File: config.mk
export PLATFORM = sky130hd
export DESIGN_NAME = vector_store_top
export DESIGN_NICKNAME = d
export VERILOG_FILES = /design/src/rtl/axi_pkg.sv /design/src/rtl/vlsu_pkg.sv /design/src/rtl/lane_store_queue.sv /design/src/rtl/deshuffle_unit.sv /design/src/rtl/store_txn_gen.sv /design/src/rtl/sequential_store.sv /design/src/rtl/vector_store_top.sv
export SDC_FILE = /design/constraint.sdc
export NUM_CORES = 1
export LEC_CHECK = 0
export BUFFER_PORTS_ARGS = -buffer_cell sky130_fd_sc_hd__buf_2
export CAP_MARGIN = 20
export CORE_UTILIZATION = 50
export DETAILED_ROUTE_END_ITERATION = 8
export GPL_TIMING_DRIVEN = 0
export PLACE_DENSITY_LB_ADDON = 0.3
export SYNTH_ARGS = -nofsm -noshare
export SYNTH_HDL_FRONTEND = slang
export SYNTH_HIERARCHICAL = 1
export SYNTH_SLANG_ARGS = --single-unit
File: constraint.sdc
create_clock -name clk_i -period 14.1 [get_ports clk_i]
set_clock_uncertainty 0.2 [all_clocks]
set_input_delay 2.115 -clock clk_i [delete_from_list [all_inputs] [get_ports clk_i]]
set_output_delay 2.115 -clock clk_i [all_outputs]
set_load 0.01 [all_outputs]
File: src/rtl/axi_pkg.sv
/*
 * AXI4 write-side types for the vector store path.
 * Address and data widths plus the AW and W channel payloads.
 */

`default_nettype none

package axi_pkg;

  localparam int unsigned AxiAddrWidth = 32;
  localparam int unsigned AxiDataWidth = 64;
  localparam int unsigned AxiStrbWidth = AxiDataWidth / 8;

  typedef logic [AxiAddrWidth-1:0] addr_t;
  typedef logic [AxiDataWidth-1:0] data_t;
  typedef logic [AxiStrbWidth-1:0] strb_t;
  typedef logic [7:0]              len_t;
  typedef logic [2:0]              size_t;
  typedef logic [1:0]              burst_t;

  // Incrementing burst encoding
  localparam burst_t BurstIncr = 2'b01;

  typedef struct packed {
    addr_t  addr;
    len_t   len;
    size_t  size;
    burst_t burst;
  } axi_aw_t;

  typedef struct packed {
    data_t data;
    strb_t strb;
    logic  last;
  } axi_w_t;

endpackage

`default_nettype wire

File: src/rtl/vlsu_pkg.sv
/*
 * Vector side definitions of the store path: lane words, requests and the
 * per-beat transaction control record passed to the sequential store.
 */

`default_nettype none

package vlsu_pkg;

  import axi_pkg::*;

  localparam int unsigned NrLanesDefault = 4;
  localparam int unsigned LaneWidth      = 32;
  localparam int unsigned LaneBytes      = LaneWidth / 8;
  localparam int unsigned BusOffW        = $clog2(AxiStrbWidth);

  // Element width, also the log2 of the element size in bytes
  typedef enum logic [1:0] {
    SEW8  = 2'd0,
    SEW16 = 2'd1,
    SEW32 = 2'd2
  } sew_e;

  typedef logic [LaneWidth-1:0] lane_word_t;
  typedef logic [LaneBytes-1:0] lane_be_t;
  typedef logic [15:0]          vl_t;
  typedef logic [7:0]           beat_cnt_t;
  typedef logic [BusOffW-1:0]   bus_off_t;
  typedef logic [BusOffW:0]     bus_cnt_t;

  typedef struct packed {
    lane_word_t data;
    lane_be_t   be;
  } lane_entry_t;

  typedef struct packed {
    addr_t addr;
    vl_t   vl;
    sew_e  sew;
  } store_req_t;

  // One record per W beat
  typedef struct packed {
    logic      isHead;
    logic      isFinal;
    beat_cnt_t rmn_beat;
    bus_off_t  head_off;
    bus_cnt_t  lb_end;
  } txn_ctrl_t;

endpackage

`default_nettype wire

File: src/rtl/lane_store_queue.sv
/*
 * Two-entry store queue for one vector lane.
 * Decouples the lane's push timing from the joint pop in the deshuffle unit.
 */

`timescale 1ns/1ps
`default_nettype none

module lane_store_queue import vlsu_pkg::*; (
  input  logic        clk_i,
  input  logic        rst_ni,

  input  logic        in_valid_i,
  output logic        in_ready_o,
  input  lane_entry_t in_i,

  output logic        out_valid_o,
  input  logic        out_ready_i,
  output lane_entry_t out_o
);

  lane_entry_t mem_q [2];

  // Bit 1 is the wrap flag, bit 0 the slot index
  logic [1:0] wr_ptr_q, rd_ptr_q;
  logic       push, pop;
  logic       empty, full;

  assign empty = (wr_ptr_q == rd_ptr_q);
  assign full  = (wr_ptr_q == (rd_ptr_q ^ 2'b10));

  assign in_ready_o  = !full;
  assign out_valid_o = !empty;
  assign out_o       = mem_q[rd_ptr_q[0]];

  assign push = in_valid_i && in_ready_o;
  assign pop  = out_valid_o && out_ready_i;

  always_ff @(posedge clk_i or negedge rst_ni) begin
    if (!rst_ni) begin
      wr_ptr_q <= '0;
      rd_ptr_q <= '0;
    end else begin
      if (push) begin
        wr_ptr_q <= wr_ptr_q + 2'd1;
      end
      if (pop) begin
        rd_ptr_q <= rd_ptr_q + 2'd1;
      end
    end
  end

  always_ff @(posedge clk_i) begin
    if (push) begin
      mem_q[wr_ptr_q[0]] <= in_i;
    end
  end

endmodule

`default_nettype wire

File: src/rtl/deshuffle_unit.sv
/*
 * Joins one word from every lane and rebuilds a sequential buffer entry
 * in memory byte order for the current element width.
 */

`timescale 1ns/1ps
`default_nettype none

module deshuffle_unit import vlsu_pkg::*; #(
  parameter int unsigned NrLanes = NrLanesDefault
) (
  input  logic                              clk_i,
  input  logic                              rst_ni,

  input  logic        [NrLanes-1:0]         lane_valid_i,
  output logic        [NrLanes-1:0]         lane_ready_o,
  input  lane_entry_t [NrLanes-1:0]         lane_i,
  input  sew_e                              sew_i,

  output logic                              out_valid_o,
  input  logic                              out_ready_i,
  output logic [NrLanes*LaneBytes-1:0][7:0] out_data_o,
  output logic [NrLanes*LaneBytes-1:0]      out_be_o
);

  localparam int unsigned SeqBytes = NrLanes * LaneBytes;

  logic [SeqBytes-1:0][7:0] shuf_data;
  logic [SeqBytes-1:0]      shuf_be;
  logic                     out_valid_q;
  logic                     fire;

  // All lanes must present a word and the output register must be free
  assign fire         = (&lane_valid_i) && (!out_valid_q || out_ready_i);
  assign lane_ready_o = {NrLanes{fire}};
  assign out_valid_o  = out_valid_q;

  // Byte j of lane l belongs to slot j/sew_bytes, byte j%sew_bytes of that element
  always_comb begin
    int unsigned dst;
    shuf_data = '0;
    shuf_be   = '0;
    for (int unsigned l = 0; l < NrLanes; l++) begin
      for (int unsigned j = 0; j < LaneBytes; j++) begin
        case (sew_i)
          SEW8:    dst = j * NrLanes + l;
          SEW16:   dst = ((j / 2) * NrLanes + l) * 2 + (j % 2);
          default: dst = l * 4 + j;
        endcase
        shuf_data[dst] = lane_i[l].data[8*j +: 8];
        shuf_be[dst]   = lane_i[l].be[j];
      end
    end
  end

  always_ff @(posedge clk_i or negedge rst_ni) begin
    if (!rst_ni) begin
      out_valid_q <= 1'b0;
    end else if (fire) begin
      out_valid_q <= 1'b1;
    end else if (out_ready_i) begin
      out_valid_q <= 1'b0;
    end
  end

  always_ff @(posedge clk_i) begin
    if (fire) begin
      out_data_o <= shuf_data;
      out_be_o   <= shuf_be;
    end
  end

endmodule

`default_nettype wire

File: src/rtl/store_txn_gen.sv
/*
 * Turns a unit-stride store request into one AW burst and a stream of
 * per-beat transaction control records. Holds the request SEW meanwhile.
 */

`timescale 1ns/1ps
`default_nettype none

module store_txn_gen import vlsu_pkg::*; import axi_pkg::*; (
  input  logic       clk_i,
  input  logic       rst_ni,

  input  logic       req_valid_i,
  output logic       req_ready_o,
  input  store_req_t req_i,

  output logic       aw_valid_o,
  input  logic       aw_ready_i,
  output axi_aw_t    aw_o,

  output logic       txn_valid_o,
  input  logic       txn_ready_i,
  output txn_ctrl_t  txn_o,
  output sew_e       sew_o
);

  typedef enum logic [1:0] {
    IDLE,
    ADDR,
    BEATS
  } state_e;

  state_e    state_q;
  beat_cnt_t rmn_q;
  logic      txn_done_q;
  sew_e      sew_q;

  // Request geometry, captured on acceptance
  addr_t     base_q;
  len_t      len_q;
  bus_off_t  head_q;
  bus_cnt_t  lb_end_q;

  logic [17:0] req_bytes;
  logic [18:0] req_span;
  logic [18:0] req_beats;
  bus_cnt_t    req_lb_end;
  logic        req_fire, txn_fire, final_fire;

  // ==================================================
  // Burst geometry
  // ==================================================
  assign req_bytes  = 18'(req_i.vl) << req_i.sew;
  assign req_span   = 19'(req_i.addr[BusOffW-1:0]) + 19'(req_bytes);
  assign req_beats  = (req_span + 19'(AxiStrbWidth - 1)) >> BusOffW;
  assign req_lb_end = (req_span[BusOffW-1:0] == '0) ? bus_cnt_t'(AxiStrbWidth)
                                                    : bus_cnt_t'(req_span[BusOffW-1:0]);

  assign req_ready_o = (state_q == IDLE);
  assign aw_valid_o  = (state_q == ADDR);
  assign txn_valid_o = (state_q != IDLE) && !txn_done_q;
  assign sew_o       = sew_q;

  assign req_fire   = req_valid_i && req_ready_o;
  assign txn_fire   = txn_valid_o && txn_ready_i;
  assign final_fire = txn_fire && (rmn_q == '0);

  assign aw_o.addr  = base_q;
  assign aw_o.len   = len_q;
  assign aw_o.size  = size_t'(BusOffW);
  assign aw_o.burst = BurstIncr;

  assign txn_o.isHead   = (rmn_q == len_q);
  assign txn_o.isFinal  = (rmn_q == '0);
  assign txn_o.rmn_beat = rmn_q;
  assign txn_o.head_off = head_q;
  assign txn_o.lb_end   = lb_end_q;

  // ==================================================
  // Control FSM and beat counter
  // ==================================================
  always_ff @(posedge clk_i or negedge rst_ni) begin
    if (!rst_ni) begin
      state_q    <= IDLE;
      rmn_q      <= '0;
      txn_done_q <= 1'b0;
      sew_q      <= SEW8;
    end else begin
      if (txn_fire && rmn_q != '0) begin
        rmn_q <= rmn_q - 1'b1;
      end
      case (state_q)
        IDLE: begin
          if (req_fire) begin
            state_q    <= ADDR;
            rmn_q      <= beat_cnt_t'(req_beats - 19'd1);
            txn_done_q <= 1'b0;
            sew_q      <= req_i.sew;
          end
        end
        ADDR: begin
          // Beats may run ahead of the AW handshake
          if (aw_ready_i) begin
            state_q <= (txn_done_q || final_fire) ? IDLE : BEATS;
          end else if (final_fire) begin
            txn_done_q <= 1'b1;
          end
        end
        BEATS: begin
          if (final_fire) begin
            state_q <= IDLE;
          end
        end
        default: state_q <= IDLE;
      endcase
    end
  end

  always_ff @(posedge clk_i) begin
    if (req_fire) begin
      base_q   <= {req_i.addr[AxiAddrWidth-1:BusOffW], {BusOffW{1'b0}}};
      len_q    <= len_t'(req_beats - 19'd1);
      head_q   <= req_i.addr[BusOffW-1:0];
      lb_end_q <= req_lb_end;
    end
  end

endmodule

`default_nettype wire

File: src/rtl/sequential_store.sv
/*
 * Packs sequential buffer bytes into aligned AXI W beats.
 * A ping-pong sequential buffer feeds a two-deep W buffer, one beat per
 * transaction control record. Strobes follow the element byte enables.
 */

`timescale 1ns/1ps
`default_nettype none

module sequential_store import vlsu_pkg::*; import axi_pkg::*; #(
  parameter int unsigned NrLanes = NrLanesDefault
) (
  input  logic                              clk_i,
  input  logic                              rst_ni,

  input  logic                              rx_valid_i,
  output logic                              rx_ready_o,
  input  logic [NrLanes*LaneBytes-1:0][7:0] rx_data_i,
  input  logic [NrLanes*LaneBytes-1:0]      rx_be_i,

  input  logic                              txn_valid_i,
  output logic                              txn_ready_o,
  input  txn_ctrl_t                         txn_i,

  output logic                              w_valid_o,
  input  logic                              w_ready_i,
  output axi_w_t                            w_o
);

  localparam int unsigned SeqBytes = NrLanes * LaneBytes;
  localparam int unsigned SeqPtrW  = $clog2(SeqBytes);
  localparam int unsigned CntW     = SeqPtrW + 2;

  typedef struct packed {
    logic [SeqBytes-1:0][7:0] data;
    logic [SeqBytes-1:0]      be;
  } seq_buf_t;

  typedef enum logic {
    IDLE,
    SERIAL
  } state_e;

  typedef logic [CntW-1:0] cnt_t;

  // ==================================================
  // Storage and pointers
  // ==================================================
  seq_buf_t seq_buf_q [2];
  axi_w_t   w_buf_q   [2];

  // Bit 1 of each pointer is its wrap flag
  logic [1:0] seq_wr_q, seq_rd_q, w_wr_q, w_rd_q;
  logic       seq_empty, seq_full, seq_enq, seq_deq;
  logic       w_empty, w_full, w_enq, w_deq;

  state_e               state_q, state_d;
  bus_off_t             bus_cnt_q, bus_cnt_d, bus_cnt;
  logic [SeqPtrW-1:0]   seq_ptr_q, seq_ptr_d, seq_ptr;

  // Partially filled beat waiting for the next buffer entry
  logic [AxiStrbWidth-1:0][7:0] pend_data_q, beat_data;
  strb_t                        pend_strb_q, beat_strb;

  logic commit, final_beat;
  cnt_t lower, upper, bus_valid, seq_valid, n_commit, start, stop;

  assign seq_empty = (seq_wr_q == seq_rd_q);
  assign seq_full  = (seq_wr_q == (seq_rd_q ^ 2'b10));
  assign w_empty   = (w_wr_q == w_rd_q);
  assign w_full    = (w_wr_q == (w_rd_q ^ 2'b10));

  assign rx_ready_o = !seq_full;
  assign seq_enq    = rx_valid_i && rx_ready_o;

  assign w_valid_o = !w_empty;
  assign w_o       = w_buf_q[w_rd_q[0]];
  assign w_deq     = w_valid_o && w_ready_i;

  // A new request always starts at byte 0 of the buffer and the beat
  assign bus_cnt    = (state_q == IDLE) ? '0 : bus_cnt_q;
  assign seq_ptr    = (state_q == IDLE) ? '0 : seq_ptr_q;
  assign final_beat = txn_i.isFinal;

  // ==================================================
  // Commit from sequential buffer to W buffer
  // ==================================================
  always_comb begin
    state_d     = state_q;
    bus_cnt_d   = bus_cnt;
    seq_ptr_d   = seq_ptr;
    txn_ready_o = 1'b0;
    seq_deq     = 1'b0;
    w_enq       = 1'b0;
    commit      = 1'b0;

    // Valid byte window of this beat
    lower     = txn_i.isHead ? cnt_t'(txn_i.head_off) : '0;
    upper     = (txn_i.rmn_beat == '0) ? cnt_t'(txn_i.lb_end) : cnt_t'(AxiStrbWidth);
    bus_valid = upper - lower - cnt_t'(bus_cnt);
    seq_valid = cnt_t'(SeqBytes) - cnt_t'(seq_ptr);
    n_commit  = (bus_valid > seq_valid) ? seq_valid : bus_valid;
    start     = lower + cnt_t'(bus_cnt);
    stop      = start + n_commit;

    if (txn_valid_i) begin
      state_d = SERIAL;
    end

    if (txn_valid_i && !seq_empty && !w_full) begin
      commit = 1'b1;
      if (bus_valid > seq_valid) begin
        // Entry runs out before the beat is complete
        bus_cnt_d = bus_cnt + bus_off_t'(n_commit);
        seq_ptr_d = '0;
        seq_deq   = 1'b1;
      end else begin
        bus_cnt_d   = '0;
        seq_ptr_d   = seq_ptr + SeqPtrW'(n_commit);
        txn_ready_o = 1'b1;
        w_enq       = 1'b1;
        // Padding left in the entry after the final beat is dropped
        if (bus_valid == seq_valid || final_beat) begin
          seq_deq   = 1'b1;
          seq_ptr_d = '0;
        end
        if (final_beat) begin
          state_d = IDLE;
        end
      end
    end
  end

  // Overlay the committed bytes on the pending beat
  always_comb begin
    logic [SeqPtrW-1:0] src;
    beat_data = pend_data_q;
    beat_strb = pend_strb_q;
    for (int unsigned i = 0; i < AxiStrbWidth; i++) begin
      src = SeqPtrW'(cnt_t'(i) - start + cnt_t'(seq_ptr));
      if (cnt_t'(i) >= start && cnt_t'(i) < stop) begin
        beat_data[i] = seq_buf_q[seq_rd_q[0]].data[src];
        beat_strb[i] = seq_buf_q[seq_rd_q[0]].be[src];
      end
    end
  end

  // ==================================================
  // Registers
  // ==================================================
  always_ff @(posedge clk_i or negedge rst_ni) begin
    if (!rst_ni) begin
      state_q     <= IDLE;
      bus_cnt_q   <= '0;
      seq_ptr_q   <= '0;
      seq_wr_q    <= '0;
      seq_rd_q    <= '0;
      w_wr_q      <= '0;
      w_rd_q      <= '0;
      pend_strb_q <= '0;
    end else begin
      state_q   <= state_d;
      bus_cnt_q <= bus_cnt_d;
      seq_ptr_q <= seq_ptr_d;
      if (seq_enq) seq_wr_q <= seq_wr_q + 2'd1;
      if (seq_deq) seq_rd_q <= seq_rd_q + 2'd1;
      if (w_enq)   w_wr_q   <= w_wr_q + 2'd1;
      if (w_deq)   w_rd_q   <= w_rd_q + 2'd1;
      if (commit) begin
        pend_strb_q <= w_enq ? '0 : beat_strb;
      end
    end
  end

  always_ff @(posedge clk_i) begin
    if (seq_enq) begin
      seq_buf_q[seq_wr_q[0]] <= '{data: rx_data_i, be: rx_be_i};
    end
    if (commit && !w_enq) begin
      pend_data_q <= beat_data;
    end
    if (w_enq) begin
      w_buf_q[w_wr_q[0]] <= '{data: beat_data, strb: beat_strb,
                              last: (txn_i.rmn_beat == '0)};
    end
  end

endmodule

`default_nettype wire

File: src/rtl/vector_store_top.sv
/*
 * Store data path of the vector load-store unit.
 * Lane queues feed the deshuffle unit; the sequential store packs the
 * result into AXI W beats under control of the transaction generator.
 */

`timescale 1ns/1ps
`default_nettype none

module vector_store_top import vlsu_pkg::*; import axi_pkg::*; #(
  parameter int unsigned NrLanes = NrLanesDefault
) (
  input  logic                      clk_i,
  input  logic                      rst_ni,

  input  logic        [NrLanes-1:0] lane_valid_i,
  output logic        [NrLanes-1:0] lane_ready_o,
  input  lane_entry_t [NrLanes-1:0] lane_data_i,

  input  logic                      req_valid_i,
  output logic                      req_ready_o,
  input  store_req_t                req_i,

  output logic                      aw_valid_o,
  input  logic                      aw_ready_i,
  output axi_aw_t                   aw_o,

  output logic                      w_valid_o,
  input  logic                      w_ready_i,
  output axi_w_t                    w_o
);

  localparam int unsigned SeqBytes = NrLanes * LaneBytes;

  logic        [NrLanes-1:0] q_valid, q_ready;
  lane_entry_t [NrLanes-1:0] q_data;

  logic                     rx_valid, rx_ready;
  logic [SeqBytes-1:0][7:0] rx_data;
  logic [SeqBytes-1:0]      rx_be;

  logic      txn_valid, txn_ready;
  txn_ctrl_t txn;
  sew_e      sew;

  // ==================================================
  // Per-lane store queues
  // ==================================================
  for (genvar l = 0; l < NrLanes; l++) begin : gen_lane_q
    lane_store_queue i_lane_q (
      .clk_i      (clk_i          ),
      .rst_ni     (rst_ni         ),
      .in_valid_i (lane_valid_i[l]),
      .in_ready_o (lane_ready_o[l]),
      .in_i       (lane_data_i[l] ),
      .out_valid_o(q_valid[l]     ),
      .out_ready_i(q_ready[l]     ),
      .out_o      (q_data[l]      )
    );
  end

  deshuffle_unit #(.NrLanes(NrLanes)) i_deshuffle (
    .clk_i       (clk_i   ),
    .rst_ni      (rst_ni  ),
    .lane_valid_i(q_valid ),
    .lane_ready_o(q_ready ),
    .lane_i      (q_data  ),
    .sew_i       (sew     ),
    .out_valid_o (rx_valid),
    .out_ready_i (rx_ready),
    .out_data_o  (rx_data ),
    .out_be_o    (rx_be   )
  );

  store_txn_gen i_txn_gen (
    .clk_i      (clk_i      ),
    .rst_ni     (rst_ni     ),
    .req_valid_i(req_valid_i),
    .req_ready_o(req_ready_o),
    .req_i      (req_i      ),
    .aw_valid_o (aw_valid_o ),
    .aw_ready_i (aw_ready_i ),
    .aw_o       (aw_o       ),
    .txn_valid_o(txn_valid  ),
    .txn_ready_i(txn_ready  ),
    .txn_o      (txn        ),
    .sew_o      (sew        )
  );

  sequential_store #(.NrLanes(NrLanes)) i_seq_store (
    .clk_i      (clk_i    ),
    .rst_ni     (rst_ni   ),
    .rx_valid_i (rx_valid ),
    .rx_ready_o (rx_ready ),
    .rx_data_i  (rx_data  ),
    .rx_be_i    (rx_be    ),
    .txn_valid_i(txn_valid),
    .txn_ready_o(txn_ready),
    .txn_i      (txn      ),
    .w_valid_o  (w_valid_o),
    .w_ready_i  (w_ready_i),
    .w_o        (w_o      )
  );

endmodule

`default_nettype wire

Word-level counts from Yosys, hierarchy flattened

Memory sizes are Yosys's and may differ from the RTL's.
Index checks and enable logic that the tools add are counted.

Bits in registers: 306
RAM bits: 722
Memories: 6
Input port bits: 203
Output and inout bits: 125
Logic and storage cells: 444

Eq/ne operators: 23
Order comparisons: 53
Shifts and indexed selects: 1
Bitwise logic cells: 6
Reduce and logical (&&, ||, !) cells: 71
$add $sub $neg: 39
Mux-type cells: 194

Memories:

| memory                       | words | width | rd ports | clocked after Yosys merged registers in | write ports | RTL line               | RTL |
|---|---|---|---|---|---|---|---|
| i_seq_store.seq_buf_q        | 2     | 144   | 1        | 0                                       | 1           | sequential_store.sv:49 | `seq_buf_t seq_buf_q [2];` |
| i_seq_store.w_buf_q          | 2     | 73    | 1        | 0                                       | 1           | sequential_store.sv:50 | `axi_w_t w_buf_q [2];` |
| gen_lane_q[0].i_lane_q.mem_q | 2     | 36    | 1        | 0                                       | 1           | lane_store_queue.sv:22 | `lane_entry_t mem_q [2];` |
| gen_lane_q[1].i_lane_q.mem_q | 2     | 36    | 1        | 0                                       | 1           | lane_store_queue.sv:22 |  |
| gen_lane_q[2].i_lane_q.mem_q | 2     | 36    | 1        | 0                                       | 1           | lane_store_queue.sv:22 |  |
| gen_lane_q[3].i_lane_q.mem_q | 2     | 36    | 1        | 0                                       | 1           | lane_store_queue.sv:22 |  |

Operator list:

| cell                                                               | number |
|---|---|
| bitwise mux 128 bit                                                | 14 |
| demux 8 bit (select 4 bit)                                         | 14 |
| two-way mux 8 bit                                                  | 34 |
| binary-select mux 8 bit (select 4 bit)                             | 8 |
| bitwise mux 16 bit                                                 | 14 |
| greater-or-equal comparator 32 x 1 -> 1 bit, second input constant | 5 |
| less-than comparator 32 x 5 -> 1 bit, second input constant        | 5 |
| less-than comparator 4 x 5 -> 1 bit, second input constant         | 17 |
| two-way mux 1 bit                                                  | 57 |
| demux 1 bit (select 4 bit)                                         | 14 |
| case mux 4 bit (2 select lines)                                    | 6 |
| logical AND 1 bit                                                  | 41 |
| adder 4 bit                                                        | 9 |
| greater-or-equal comparator 4 x 1 -> 1 bit, second input constant  | 9 |
| binary-select mux 1 bit (select 4 bit)                             | 8 |
| two-way mux 4 bit                                                  | 8 |
| adder 2 x 1 -> 2 bit, second input constant                        | 12 |
| == test 2 bit                                                      | 12 |
| greater-or-equal comparator 3 x 6 -> 1 bit, first input constant   | 4 |
| less-than comparator 3 x 6 -> 1 bit, first input constant          | 4 |
| two-way mux 3 bit                                                  | 8 |
| << shifter 16 x 2 -> 11 bit                                        | 1 |
| subtractor 3 x 4 -> 4 bit, first input constant                    | 4 |
| subtractor 8 x 1 -> 8 bit, second input constant                   | 2 |
| 38 further kinds                                                   | 77 |

Logic depth before layout (Yosys ltp)

Gate-level depths: netlist (run 1).

Depth in word-level cells: 20
Depth in mapped cells: 31
Gate-level depth less buffers: 29

By module

Netlist (run 1), hierarchy kept.

By module, submodules not included:

| module           | times used | sequential area each (µm²) | area an instance (µm²) | cells each |
|---|---|---|---|---|
| sequential_store | 1          | 15554.9                    | 26137.6                | 1417 |
| lane_store_queue | 4          | 2262.2                     | 2852.7                 | 141 |
| deshuffle_unit   | 1          | 4349.2                     | 6754.0                 | 464 |
| store_txn_gen    | 1          | 1646.6                     | 3334.4                 | 289 |

Least setup slack after synthesis (run 1)

OpenSTA, ideal clock, no wires.

Path type: reg2reg
Start point: register i_seq_store.seq_rd_q[0]
End point: register gen_lane_q[0].i_lane_q.rd_ptr_q[0]
Buffers on the path: 4
Path slack: 4.199 ns
Period minus slack after synthesis: 9.901 ns
Setup time: 0.127 ns
Cell stages (with the launch flop): 11
Data required time: 13.773 ns
Arrival time: 9.574 ns
Cell sequence: dfrtp_1 -> clkbuf_1 -> buf_2 -> buf_1 -> xnor2_1 -> nand2b_1 -> inv_1 -> a21oi_1 -> buf_4 -> a21boi_0 -> mux2i_1

Word-level cells in the longest chain between the ends: 5

Ends and longest elaborated chain:

| what                       | RTL line                | RTL |
|---|---|---|
| start, declared            | sequential_store.sv:53  | `logic [1:0] seq_wr_q, seq_rd_q, w_wr_q, w_rd_q;` |
| start signal, assigned     | sequential_store.sv:166 | `if (seq_deq) seq_rd_q <= seq_rd_q + 2'd1;` |
| == test 2 bit              | sequential_store.sv:69  | `assign seq_full = (seq_wr_q == (seq_rd_q ^ 2'b10));` |
| zero test 1 bit            | sequential_store.sv:73  | `assign rx_ready_o = !seq_full;` |
| named net rx_ready         | vector_store_top.sv:38  | `logic rx_valid, rx_ready;` |
| logical OR 1 bit           | deshuffle_unit.sv:34    | `assign fire = (&lane_valid_i) && (!out_valid_q \|\| out_ready_i);` |
| logical AND 1 bit          | deshuffle_unit.sv:34    |  |
| named net i_deshuffle.fire | deshuffle_unit.sv:31    | `logic fire;` |
| logical AND 1 bit          | lane_store_queue.sv:37  | `assign pop = out_valid_o && out_ready_i;` |
| end signal, assigned       | lane_store_queue.sv:48  | `rd_ptr_q <= rd_ptr_q + 2'd1;` |
| end, declared              | lane_store_queue.sv:25  | `logic [1:0] wr_ptr_q, rd_ptr_q;` |

The timed path passes the listed nets, and every way through them passes these cells.
A chain may end at the register's enable or synchronous reset.

==> results of run 1 <==
[cells by family (layout without fill, tap and decap cells)]
family / after synthesis / after routing
other: 2 / 12
adders and majority gates: 56 / 56
AOI/OAI and AO/OA: 257 / 257
and+or+nand+nor: 320 / 320
xor gates and xnor gates: 76 / 76
muxes: 779 / 779
buffers and inverters: 216 / 752
DFF: 1028 / 1028
[final timing paths]
check,from,to,slack [ns],depth (start not counted)
min in group asynchronous,rst_ni,i_seq_store/w_rd_q[0],1.30,1
setup reg to reg,i_txn_gen/rmn_q[0],i_seq_store/w_buf_q[0][58],5.21,28
max in group asynchronous,rst_ni,gen_lane_q[3].i_lane_q/rd_ptr_q[0],11.79,1
setup / recovery,i_txn_gen/rmn_q[0],i_seq_store/w_buf_q[0][58],5.21,28
hold / removal,i_deshuffle/out_be_o[0],i_seq_store/seq_buf_q[0][0],0.24,0
hold reg to reg,i_deshuffle/out_be_o[0],i_seq_store/seq_buf_q[0][0],0.24,0
[cell type report]
type | instances | area (um^2)
antenna | 4 | 10.0
buffer | 160 | 922
clock buffer | 128 | 2730
clock inverter | 62 | 711
fill | 7049 | 38900
inverter | 56 | 210
multi-input combinational | 1496 | 16100
sequential | 1028 | 30600
tap | 1254 | 1570
timing repair buffer | 346 | 2220
[cells in the final DEF, fill, tap and decap left out, types with 10 or more instances in the layout]
master / netlist / final
buf_12: 2 / 17
clkinv_1: 0 / 13
dfrtp_1: 54 / 54
xor2_1: 26 / 23
o21ai_0: 107 / 107
nand2b_1: 16 / 16
mux2_4: 20 / 20
ha_1: 40 / 40
a21oi_1: 61 / 56
buf_2: 23 / 334
nor2b_1: 11 / 11
mux2i_1: 179 / 179
nand3_1: 20 / 20
xnor2_1: 39 / 39
buf_1: 32 / 32
xor2_2: 7 / 10
buf_4: 29 / 32
buf_6: 9 / 14
fa_1: 16 / 16
edfxtp_1: 974 / 974
mux2_2: 360 / 360
clkbuf_1: 54 / 75
mux4_2: 214 / 214
bufinv_16: 0 / 11
clkinv_2: 0 / 20
clkbuf_16: 0 / 105
nand2_1: 145 / 145
inv_1: 56 / 54
nor2_1: 64 / 59
buf_8: 7 / 11
[metrics by stage]
step                      hold WS [ns]  util (%)
after detailed placement         0.230      54.9
after CTS                        0.243      58.6
after global routing             0.256      58.6
final                            0.238      58.6
after global placement           0.229      54.1
after floorplan                  0.221         -
[per-layer routing]
metal / wire length [um] / GRT usage, % / vias up / share of wire, %
met5: 14 / 0 / - / 0.011
met4: 3920 / 8.76 / 2 / 3.1
met3: 8400 / 3.83 / 183 / 6.6
met2: 61600 / 43.4 / 1137 / 48
met1: 53700 / 36.6 / 13900 / 42
li1: - / - / 11700 / -
[flip-flops by register name, summed over array words and instances (netlist names), 2 cells and up]
name,count
gen_lane_q.i_lane_q/mem_q,288
i_deshuffle/out_be_o,16
i_seq_store/seq_wr_q,2
i_seq_store/pend_strb_q,8
i_txn_gen/lb_end_q,4
i_seq_store/bus_cnt_q,3
i_txn_gen/rmn_q,8
i_seq_store/w_wr_q,2
i_txn_gen/base_q,29
i_seq_store/pend_data_q,64
i_seq_store/w_rd_q,2
i_txn_gen/state_q,2
i_txn_gen/sew_o,2
i_txn_gen/head_q,3
i_txn_gen/len_q,8
i_deshuffle/out_data_o,128
i_seq_store/seq_rd_q,2
i_seq_store/seq_ptr_q,4
i_seq_store/seq_buf_q,288
gen_lane_q.i_lane_q/wr_ptr_q,8
i_seq_store/w_buf_q,146
gen_lane_q.i_lane_q/rd_ptr_q,8
[critical path: cells and delay by family, from the launching register on]
kind                     cells  cell delay (ns)
multiplexers                 3             1.18
AND/OR/NAND/NOR              8             2.03
buffers and inverters        3             0.85
AO/OA/AOI/OAI                7             2.06
flip-flops                   1             0.45
adder cells (fa/ha/maj)      6             1.70
XOR/XNOR                     1             0.20
==> impl_metrics.tcl, run 1 <==
set metrics [dict create \
    status "finished clean" \
    coreArea_mm2 0.0939 \
    max_slew_margin_pct 27.8 \
    drive_above_1_share_pct 37.5 \
    die_area_mm2 0.0965 \
    cts_resized 0 \
    period_share_pct 63.1 \
    io_pins 328 \
    clockBufferDepth 3 \
    layout_setup_ws_ns 5.21 \
    yosys.area_share.adder_pct 1.72 \
    post-place-ws_ns 5.34 \
    post_drt_via_cell_ratio 5.95 \
    critPathMaxStageDelay_ns 0.63 \
    synthMuxAreaShare_pct 23.3 \
    htreeDepth 3 \
    endpoint_kind "flop" \
    synth.area.top_cells "edfxtp_1, mux4_2, mux2_2" \
    area_growth_pct 15.5 \
    synth_xor_xnor_area_share_pct 1.59 \
    synth_flop_cell "edfxtp_1" \
    start_util_pct 50.7 \
    die_height_um 311 \
    fin_setup_tns_ns 0 \
    grt_first_pass_wirelength_um 187000 \
    clock_sinks 1028 \
    placed_cell_area_mm2 0.0516 \
    dp.cells 4340 \
    drt-pass1-iter-count 5 \
    crit_slowest_cell "or4_1" \
    synth_cell_types 91 \
    gr-total-overflow 0 \
    cts_tree "yes" \
    worst_pin_slew_ns 1.08 \
    die_w_um 311 \
    critPathArrivalTime_ns 9.18 \
    maxCapViolations 0 \
    avgSynthCellArea_um2 17.4 \
    ys_seq_elements 1028 \
    hold_class "flop to flop" \
    synthSimpleGateAreaFrac_pct 3.23 \
    grt_use_total_pct 26.5 \
    cts_made_buffers 104 \
    synth_edf_count 974 \
    clock.fmax_mhz 112 \
    antenna_found_initial 5 \
    yosys.area.top_type "edfxtp_1" \
    nNetsFinal 3451 \
    synth_top_area_share_pct 61.4 \
    setup_violations 0 \
    grt_max_degree 66 \
    gp_congestion 0.914 \
    clk_latency_ns 0.69 \
    ys_seq_area_share_pct 64.2 \
    postCtsHoldBufs 0 \
    drv_slew 0 \
    fin_area_mm2 0.0550 \
    cp_data_required_time_ns 14.39 \
    grt_pass1_vias 27700 \
    hold_viol_final 0 \
    drtIter0Drc 2391 \
    clk_pin_slew_ns 0.06 \
    drcViolationCount 0 \
    wl_um 128000 \
    ys_top_cells_by_count "edfxtp_1, mux2_2, mux4_2, mux2i_1, nand2_1" \
    netlist_area_mm2 0.0476 \
    ys_warn_count 6 \
    layoutNonFillerInstCount 4534 \
    wl_per_cell_um 28.2 \
    synthArstFlopShare_pct 5.25 \
    synth_most_common_cell "edfxtp_1" \
    worst-path-max-fanout 10 \
    post-route-min-period_ns 8.89 \
    cpMostUsedCell "ha_1" \
    portBuffers 312 \
    startpoint_type "flop" \
    crit_type "flop to flop" \
    synth_top_family_by_area "multiplexers" \
    rsz0062_at_grt "no" \
    cts_root_buf "clkbuf_16" \
    synth_compound_area_share_pct 3.52 \
    ant_nets 0 \
    dp_hpwl_um 98700 \
    netlist_instances 2734 \
    cts_setup_buffers 0 \
    vias 27000 \
    placementRows 112 \
]
Power of run 1 is not shown: default switching activity piles up to over one toggle a cycle in this logic, so the estimate is an artifact.
==> inputs of run 2 (changes only) <==
==> constraint.sdc (replaced) <==
create_clock -name clk_i -period 8.1 [get_ports clk_i]
set_clock_uncertainty 0.2 [all_clocks]
set_input_delay 1.215 -clock clk_i [delete_from_list [all_inputs] [get_ports clk_i]]
set_output_delay 1.215 -clock clk_i [all_outputs]
set_load 0.01 [all_outputs]
==> run 2 against run 1 <==
  * Sequential cell count is the same
  * Core utilization grew 0.075 points
  * Critical path depth grew 1
  * Setup slack lost 4.8 ns
  * Global-route usage is essentially flat
  * Non-clock buffer count is the same
  * Cell count is essentially flat
  * Critical path type unchanged
  * Critical endpoint is now i_seq_store/w_buf_q[1][52]
  * Highest routed layer is now met4
==> impl_metrics.tcl, run 2 (synthesis gave the netlist of run 1 again) <==
set metrics [dict create \
    status "finished clean" \
    cts_tree "yes" \
    crit_family "simple AND/OR/NAND/NOR gates" \
    area_growth_pct 15.7 \
    worst-path-buf-inv 4 \
    vias 27100 \
    layoutNonFillerInstCount 4530 \
    portBuffers 312 \
    gp_congestion 0.909 \
    nNetsFinal 3449 \
    crit_slowest_cell "or4_1" \
    worst_pin_slew_ns 1.05 \
    startpoint_type "flop" \
    placementRows 112 \
    clk_pin_slew_ns 0.06 \
    max_slew_margin_pct 30.2 \
    layout_common_cells "edfxtp_1, mux2_2, buf_2, mux4_2, mux2i_1" \
    antenna_found_initial 3 \
    post_drt_via_cell_ratio 5.98 \
    die_height_um 311 \
    cts_made_buffers 102 \
    fin_setup_tns_ns 0 \
    post-route-min-period_ns 7.71 \
    period_share_pct 95.1 \
    cpMostUsedCell "ha_1" \
    worst-path-max-fanout 10 \
    drcViolationCount 0 \
    cts_root_buf "clkbuf_16" \
    wl_um 128000 \
    clock_sinks 1028 \
    crit_type "flop to flop" \
    drtIter0Drc 2368 \
    clockBufferDepth 3 \
    drt-pass1-iter-count 5 \
    hold_class "flop to flop" \
    htreeDepth 3 \
    endpoint_kind "flop" \
    grt_first_pass_wirelength_um 186000 \
    wl_per_cell_um 28.2 \
    die_area_mm2 0.0965 \
    hold_viol_final 0 \
    grt_pass1_vias 27300 \
    placed_cell_area_mm2 0.0516 \
    clk_latency_ns 0.71 \
    dp.cells 4336 \
    io_pins 328 \
    fin_area_mm2 0.0551 \
    clock.fmax_mhz 130 \
    start_util_pct 50.7 \
    drv_slew 0 \
    critPathArrivalTime_ns 7.95 \
    postCtsHoldBufs 0 \
    grt_max_degree 69 \
    mostFrequentLayoutCell "edfxtp_1" \
    critPathMaxStageDelay_ns 0.68 \
    gr-total-overflow 0 \
    drive_above_1_share_pct 37.8 \
    coreArea_mm2 0.0939 \
    ant_nets 0 \
    cp_data_required_time_ns 8.34 \
    setup_violations 0 \
    maxCapViolations 0 \
    grt_use_total_pct 26.4 \
    die_w_um 311 \
    rsz0062_at_grt "yes" \
    dp_hpwl_um 97900 \
]
-- run 2: changes by cell type in the layout (fill, tap and decap cells not counted), moves of 2 or more --
| cell | change |
|---|---|
| clkbuf_1 | -9 |
| buf_6 | -5 |
| buf_8 | +4 |
| bufinv_16 | +4 |
| clkinv_1 | +4 |
| clkbuf_16 | -3 |
| clkinvlp_4 | +3 |
| diode_2 | -3 |
| buf_4 | +2 |
| inv_6 | -2 |
| o21ai_0 | -2 |
-- run 2: layout make-up --
cell class / count / area (um^2)
Buffer: 160 / 927
Clock buffer: 118 / 2630
Fill cell: 6983 / 38800
Clock inverter: 71 / 848
Timing Repair Buffer: 346 / 2210
Multi-Input combinational cell: 1496 / 16100
Sequential cell: 1028 / 30600
Antenna cell: 1 / 2.50
Tap cell: 1254 / 1570
Inverter: 56 / 210
-- run 2: path summary, 6_finish.rpt --
path	start	end	slack (ns)	cells after the start
worst max-delay path	i_txn_gen/rmn_q[1]	i_seq_store/w_buf_q[1][52]	0.39	29
worst min-delay path	i_deshuffle/out_be_o[12]	i_seq_store/seq_buf_q[1][12]	0.24	0
worst max register to register	i_txn_gen/rmn_q[1]	i_seq_store/w_buf_q[1][52]	0.39	29
worst min register to register	i_deshuffle/out_be_o[12]	i_seq_store/seq_buf_q[1][12]	0.24	0
max in group asynchronous	rst_ni	gen_lane_q[1].i_lane_q/wr_ptr_q[1]	6.68	1
min in group asynchronous	rst_ni	i_seq_store/pend_strb_q[2]	0.42	1
-- run 2: worst register-to-register path: cells and delay by family, from the launching register on --
kind / cells / cell delay (ns)
AND/OR/NAND/NOR: 9 / 2.01
flip-flops: 1 / 0.43
multiplexers: 3 / 0.89
buffers and inverters: 4 / 0.72
XOR/XNOR: 1 / 0.21
adder cells (fa/ha/maj): 6 / 1.68
AO/OA/AOI/OAI: 6 / 1.36
-- run 2: repair_timing --
action | in CTS | in global routing
pin swaps | 1 | 0
gates resized for setup | 3 | 11
setup endpoints to repair | 215 | 215
buffers inserted | 3 | 0
hold endpoints to repair | 0 | 0
-- run 2: layer usage --
layer	wire length, um	vias to the layer above	track usage (%)
li1	-	11700	-
met1	53800	14000	37.0
met2	61300	1189	43.0
met3	8450	172	3.30
met4	4170	0	9.07
met5	0	-	0
-- run 2: stage by stage --
stage               utilization (%)  hold WS [ns]  setup slack [ns]
floorplan                         -         0.221             0.637
global placement               54.1         0.227             -1.58
detailed placement             54.9         0.230            -0.722
CTS                            58.6         0.243            0.0886
global route                   58.7         0.252           -0.0313
finish                         58.7         0.238             0.395
Power of run 2 is left out for the same reason.
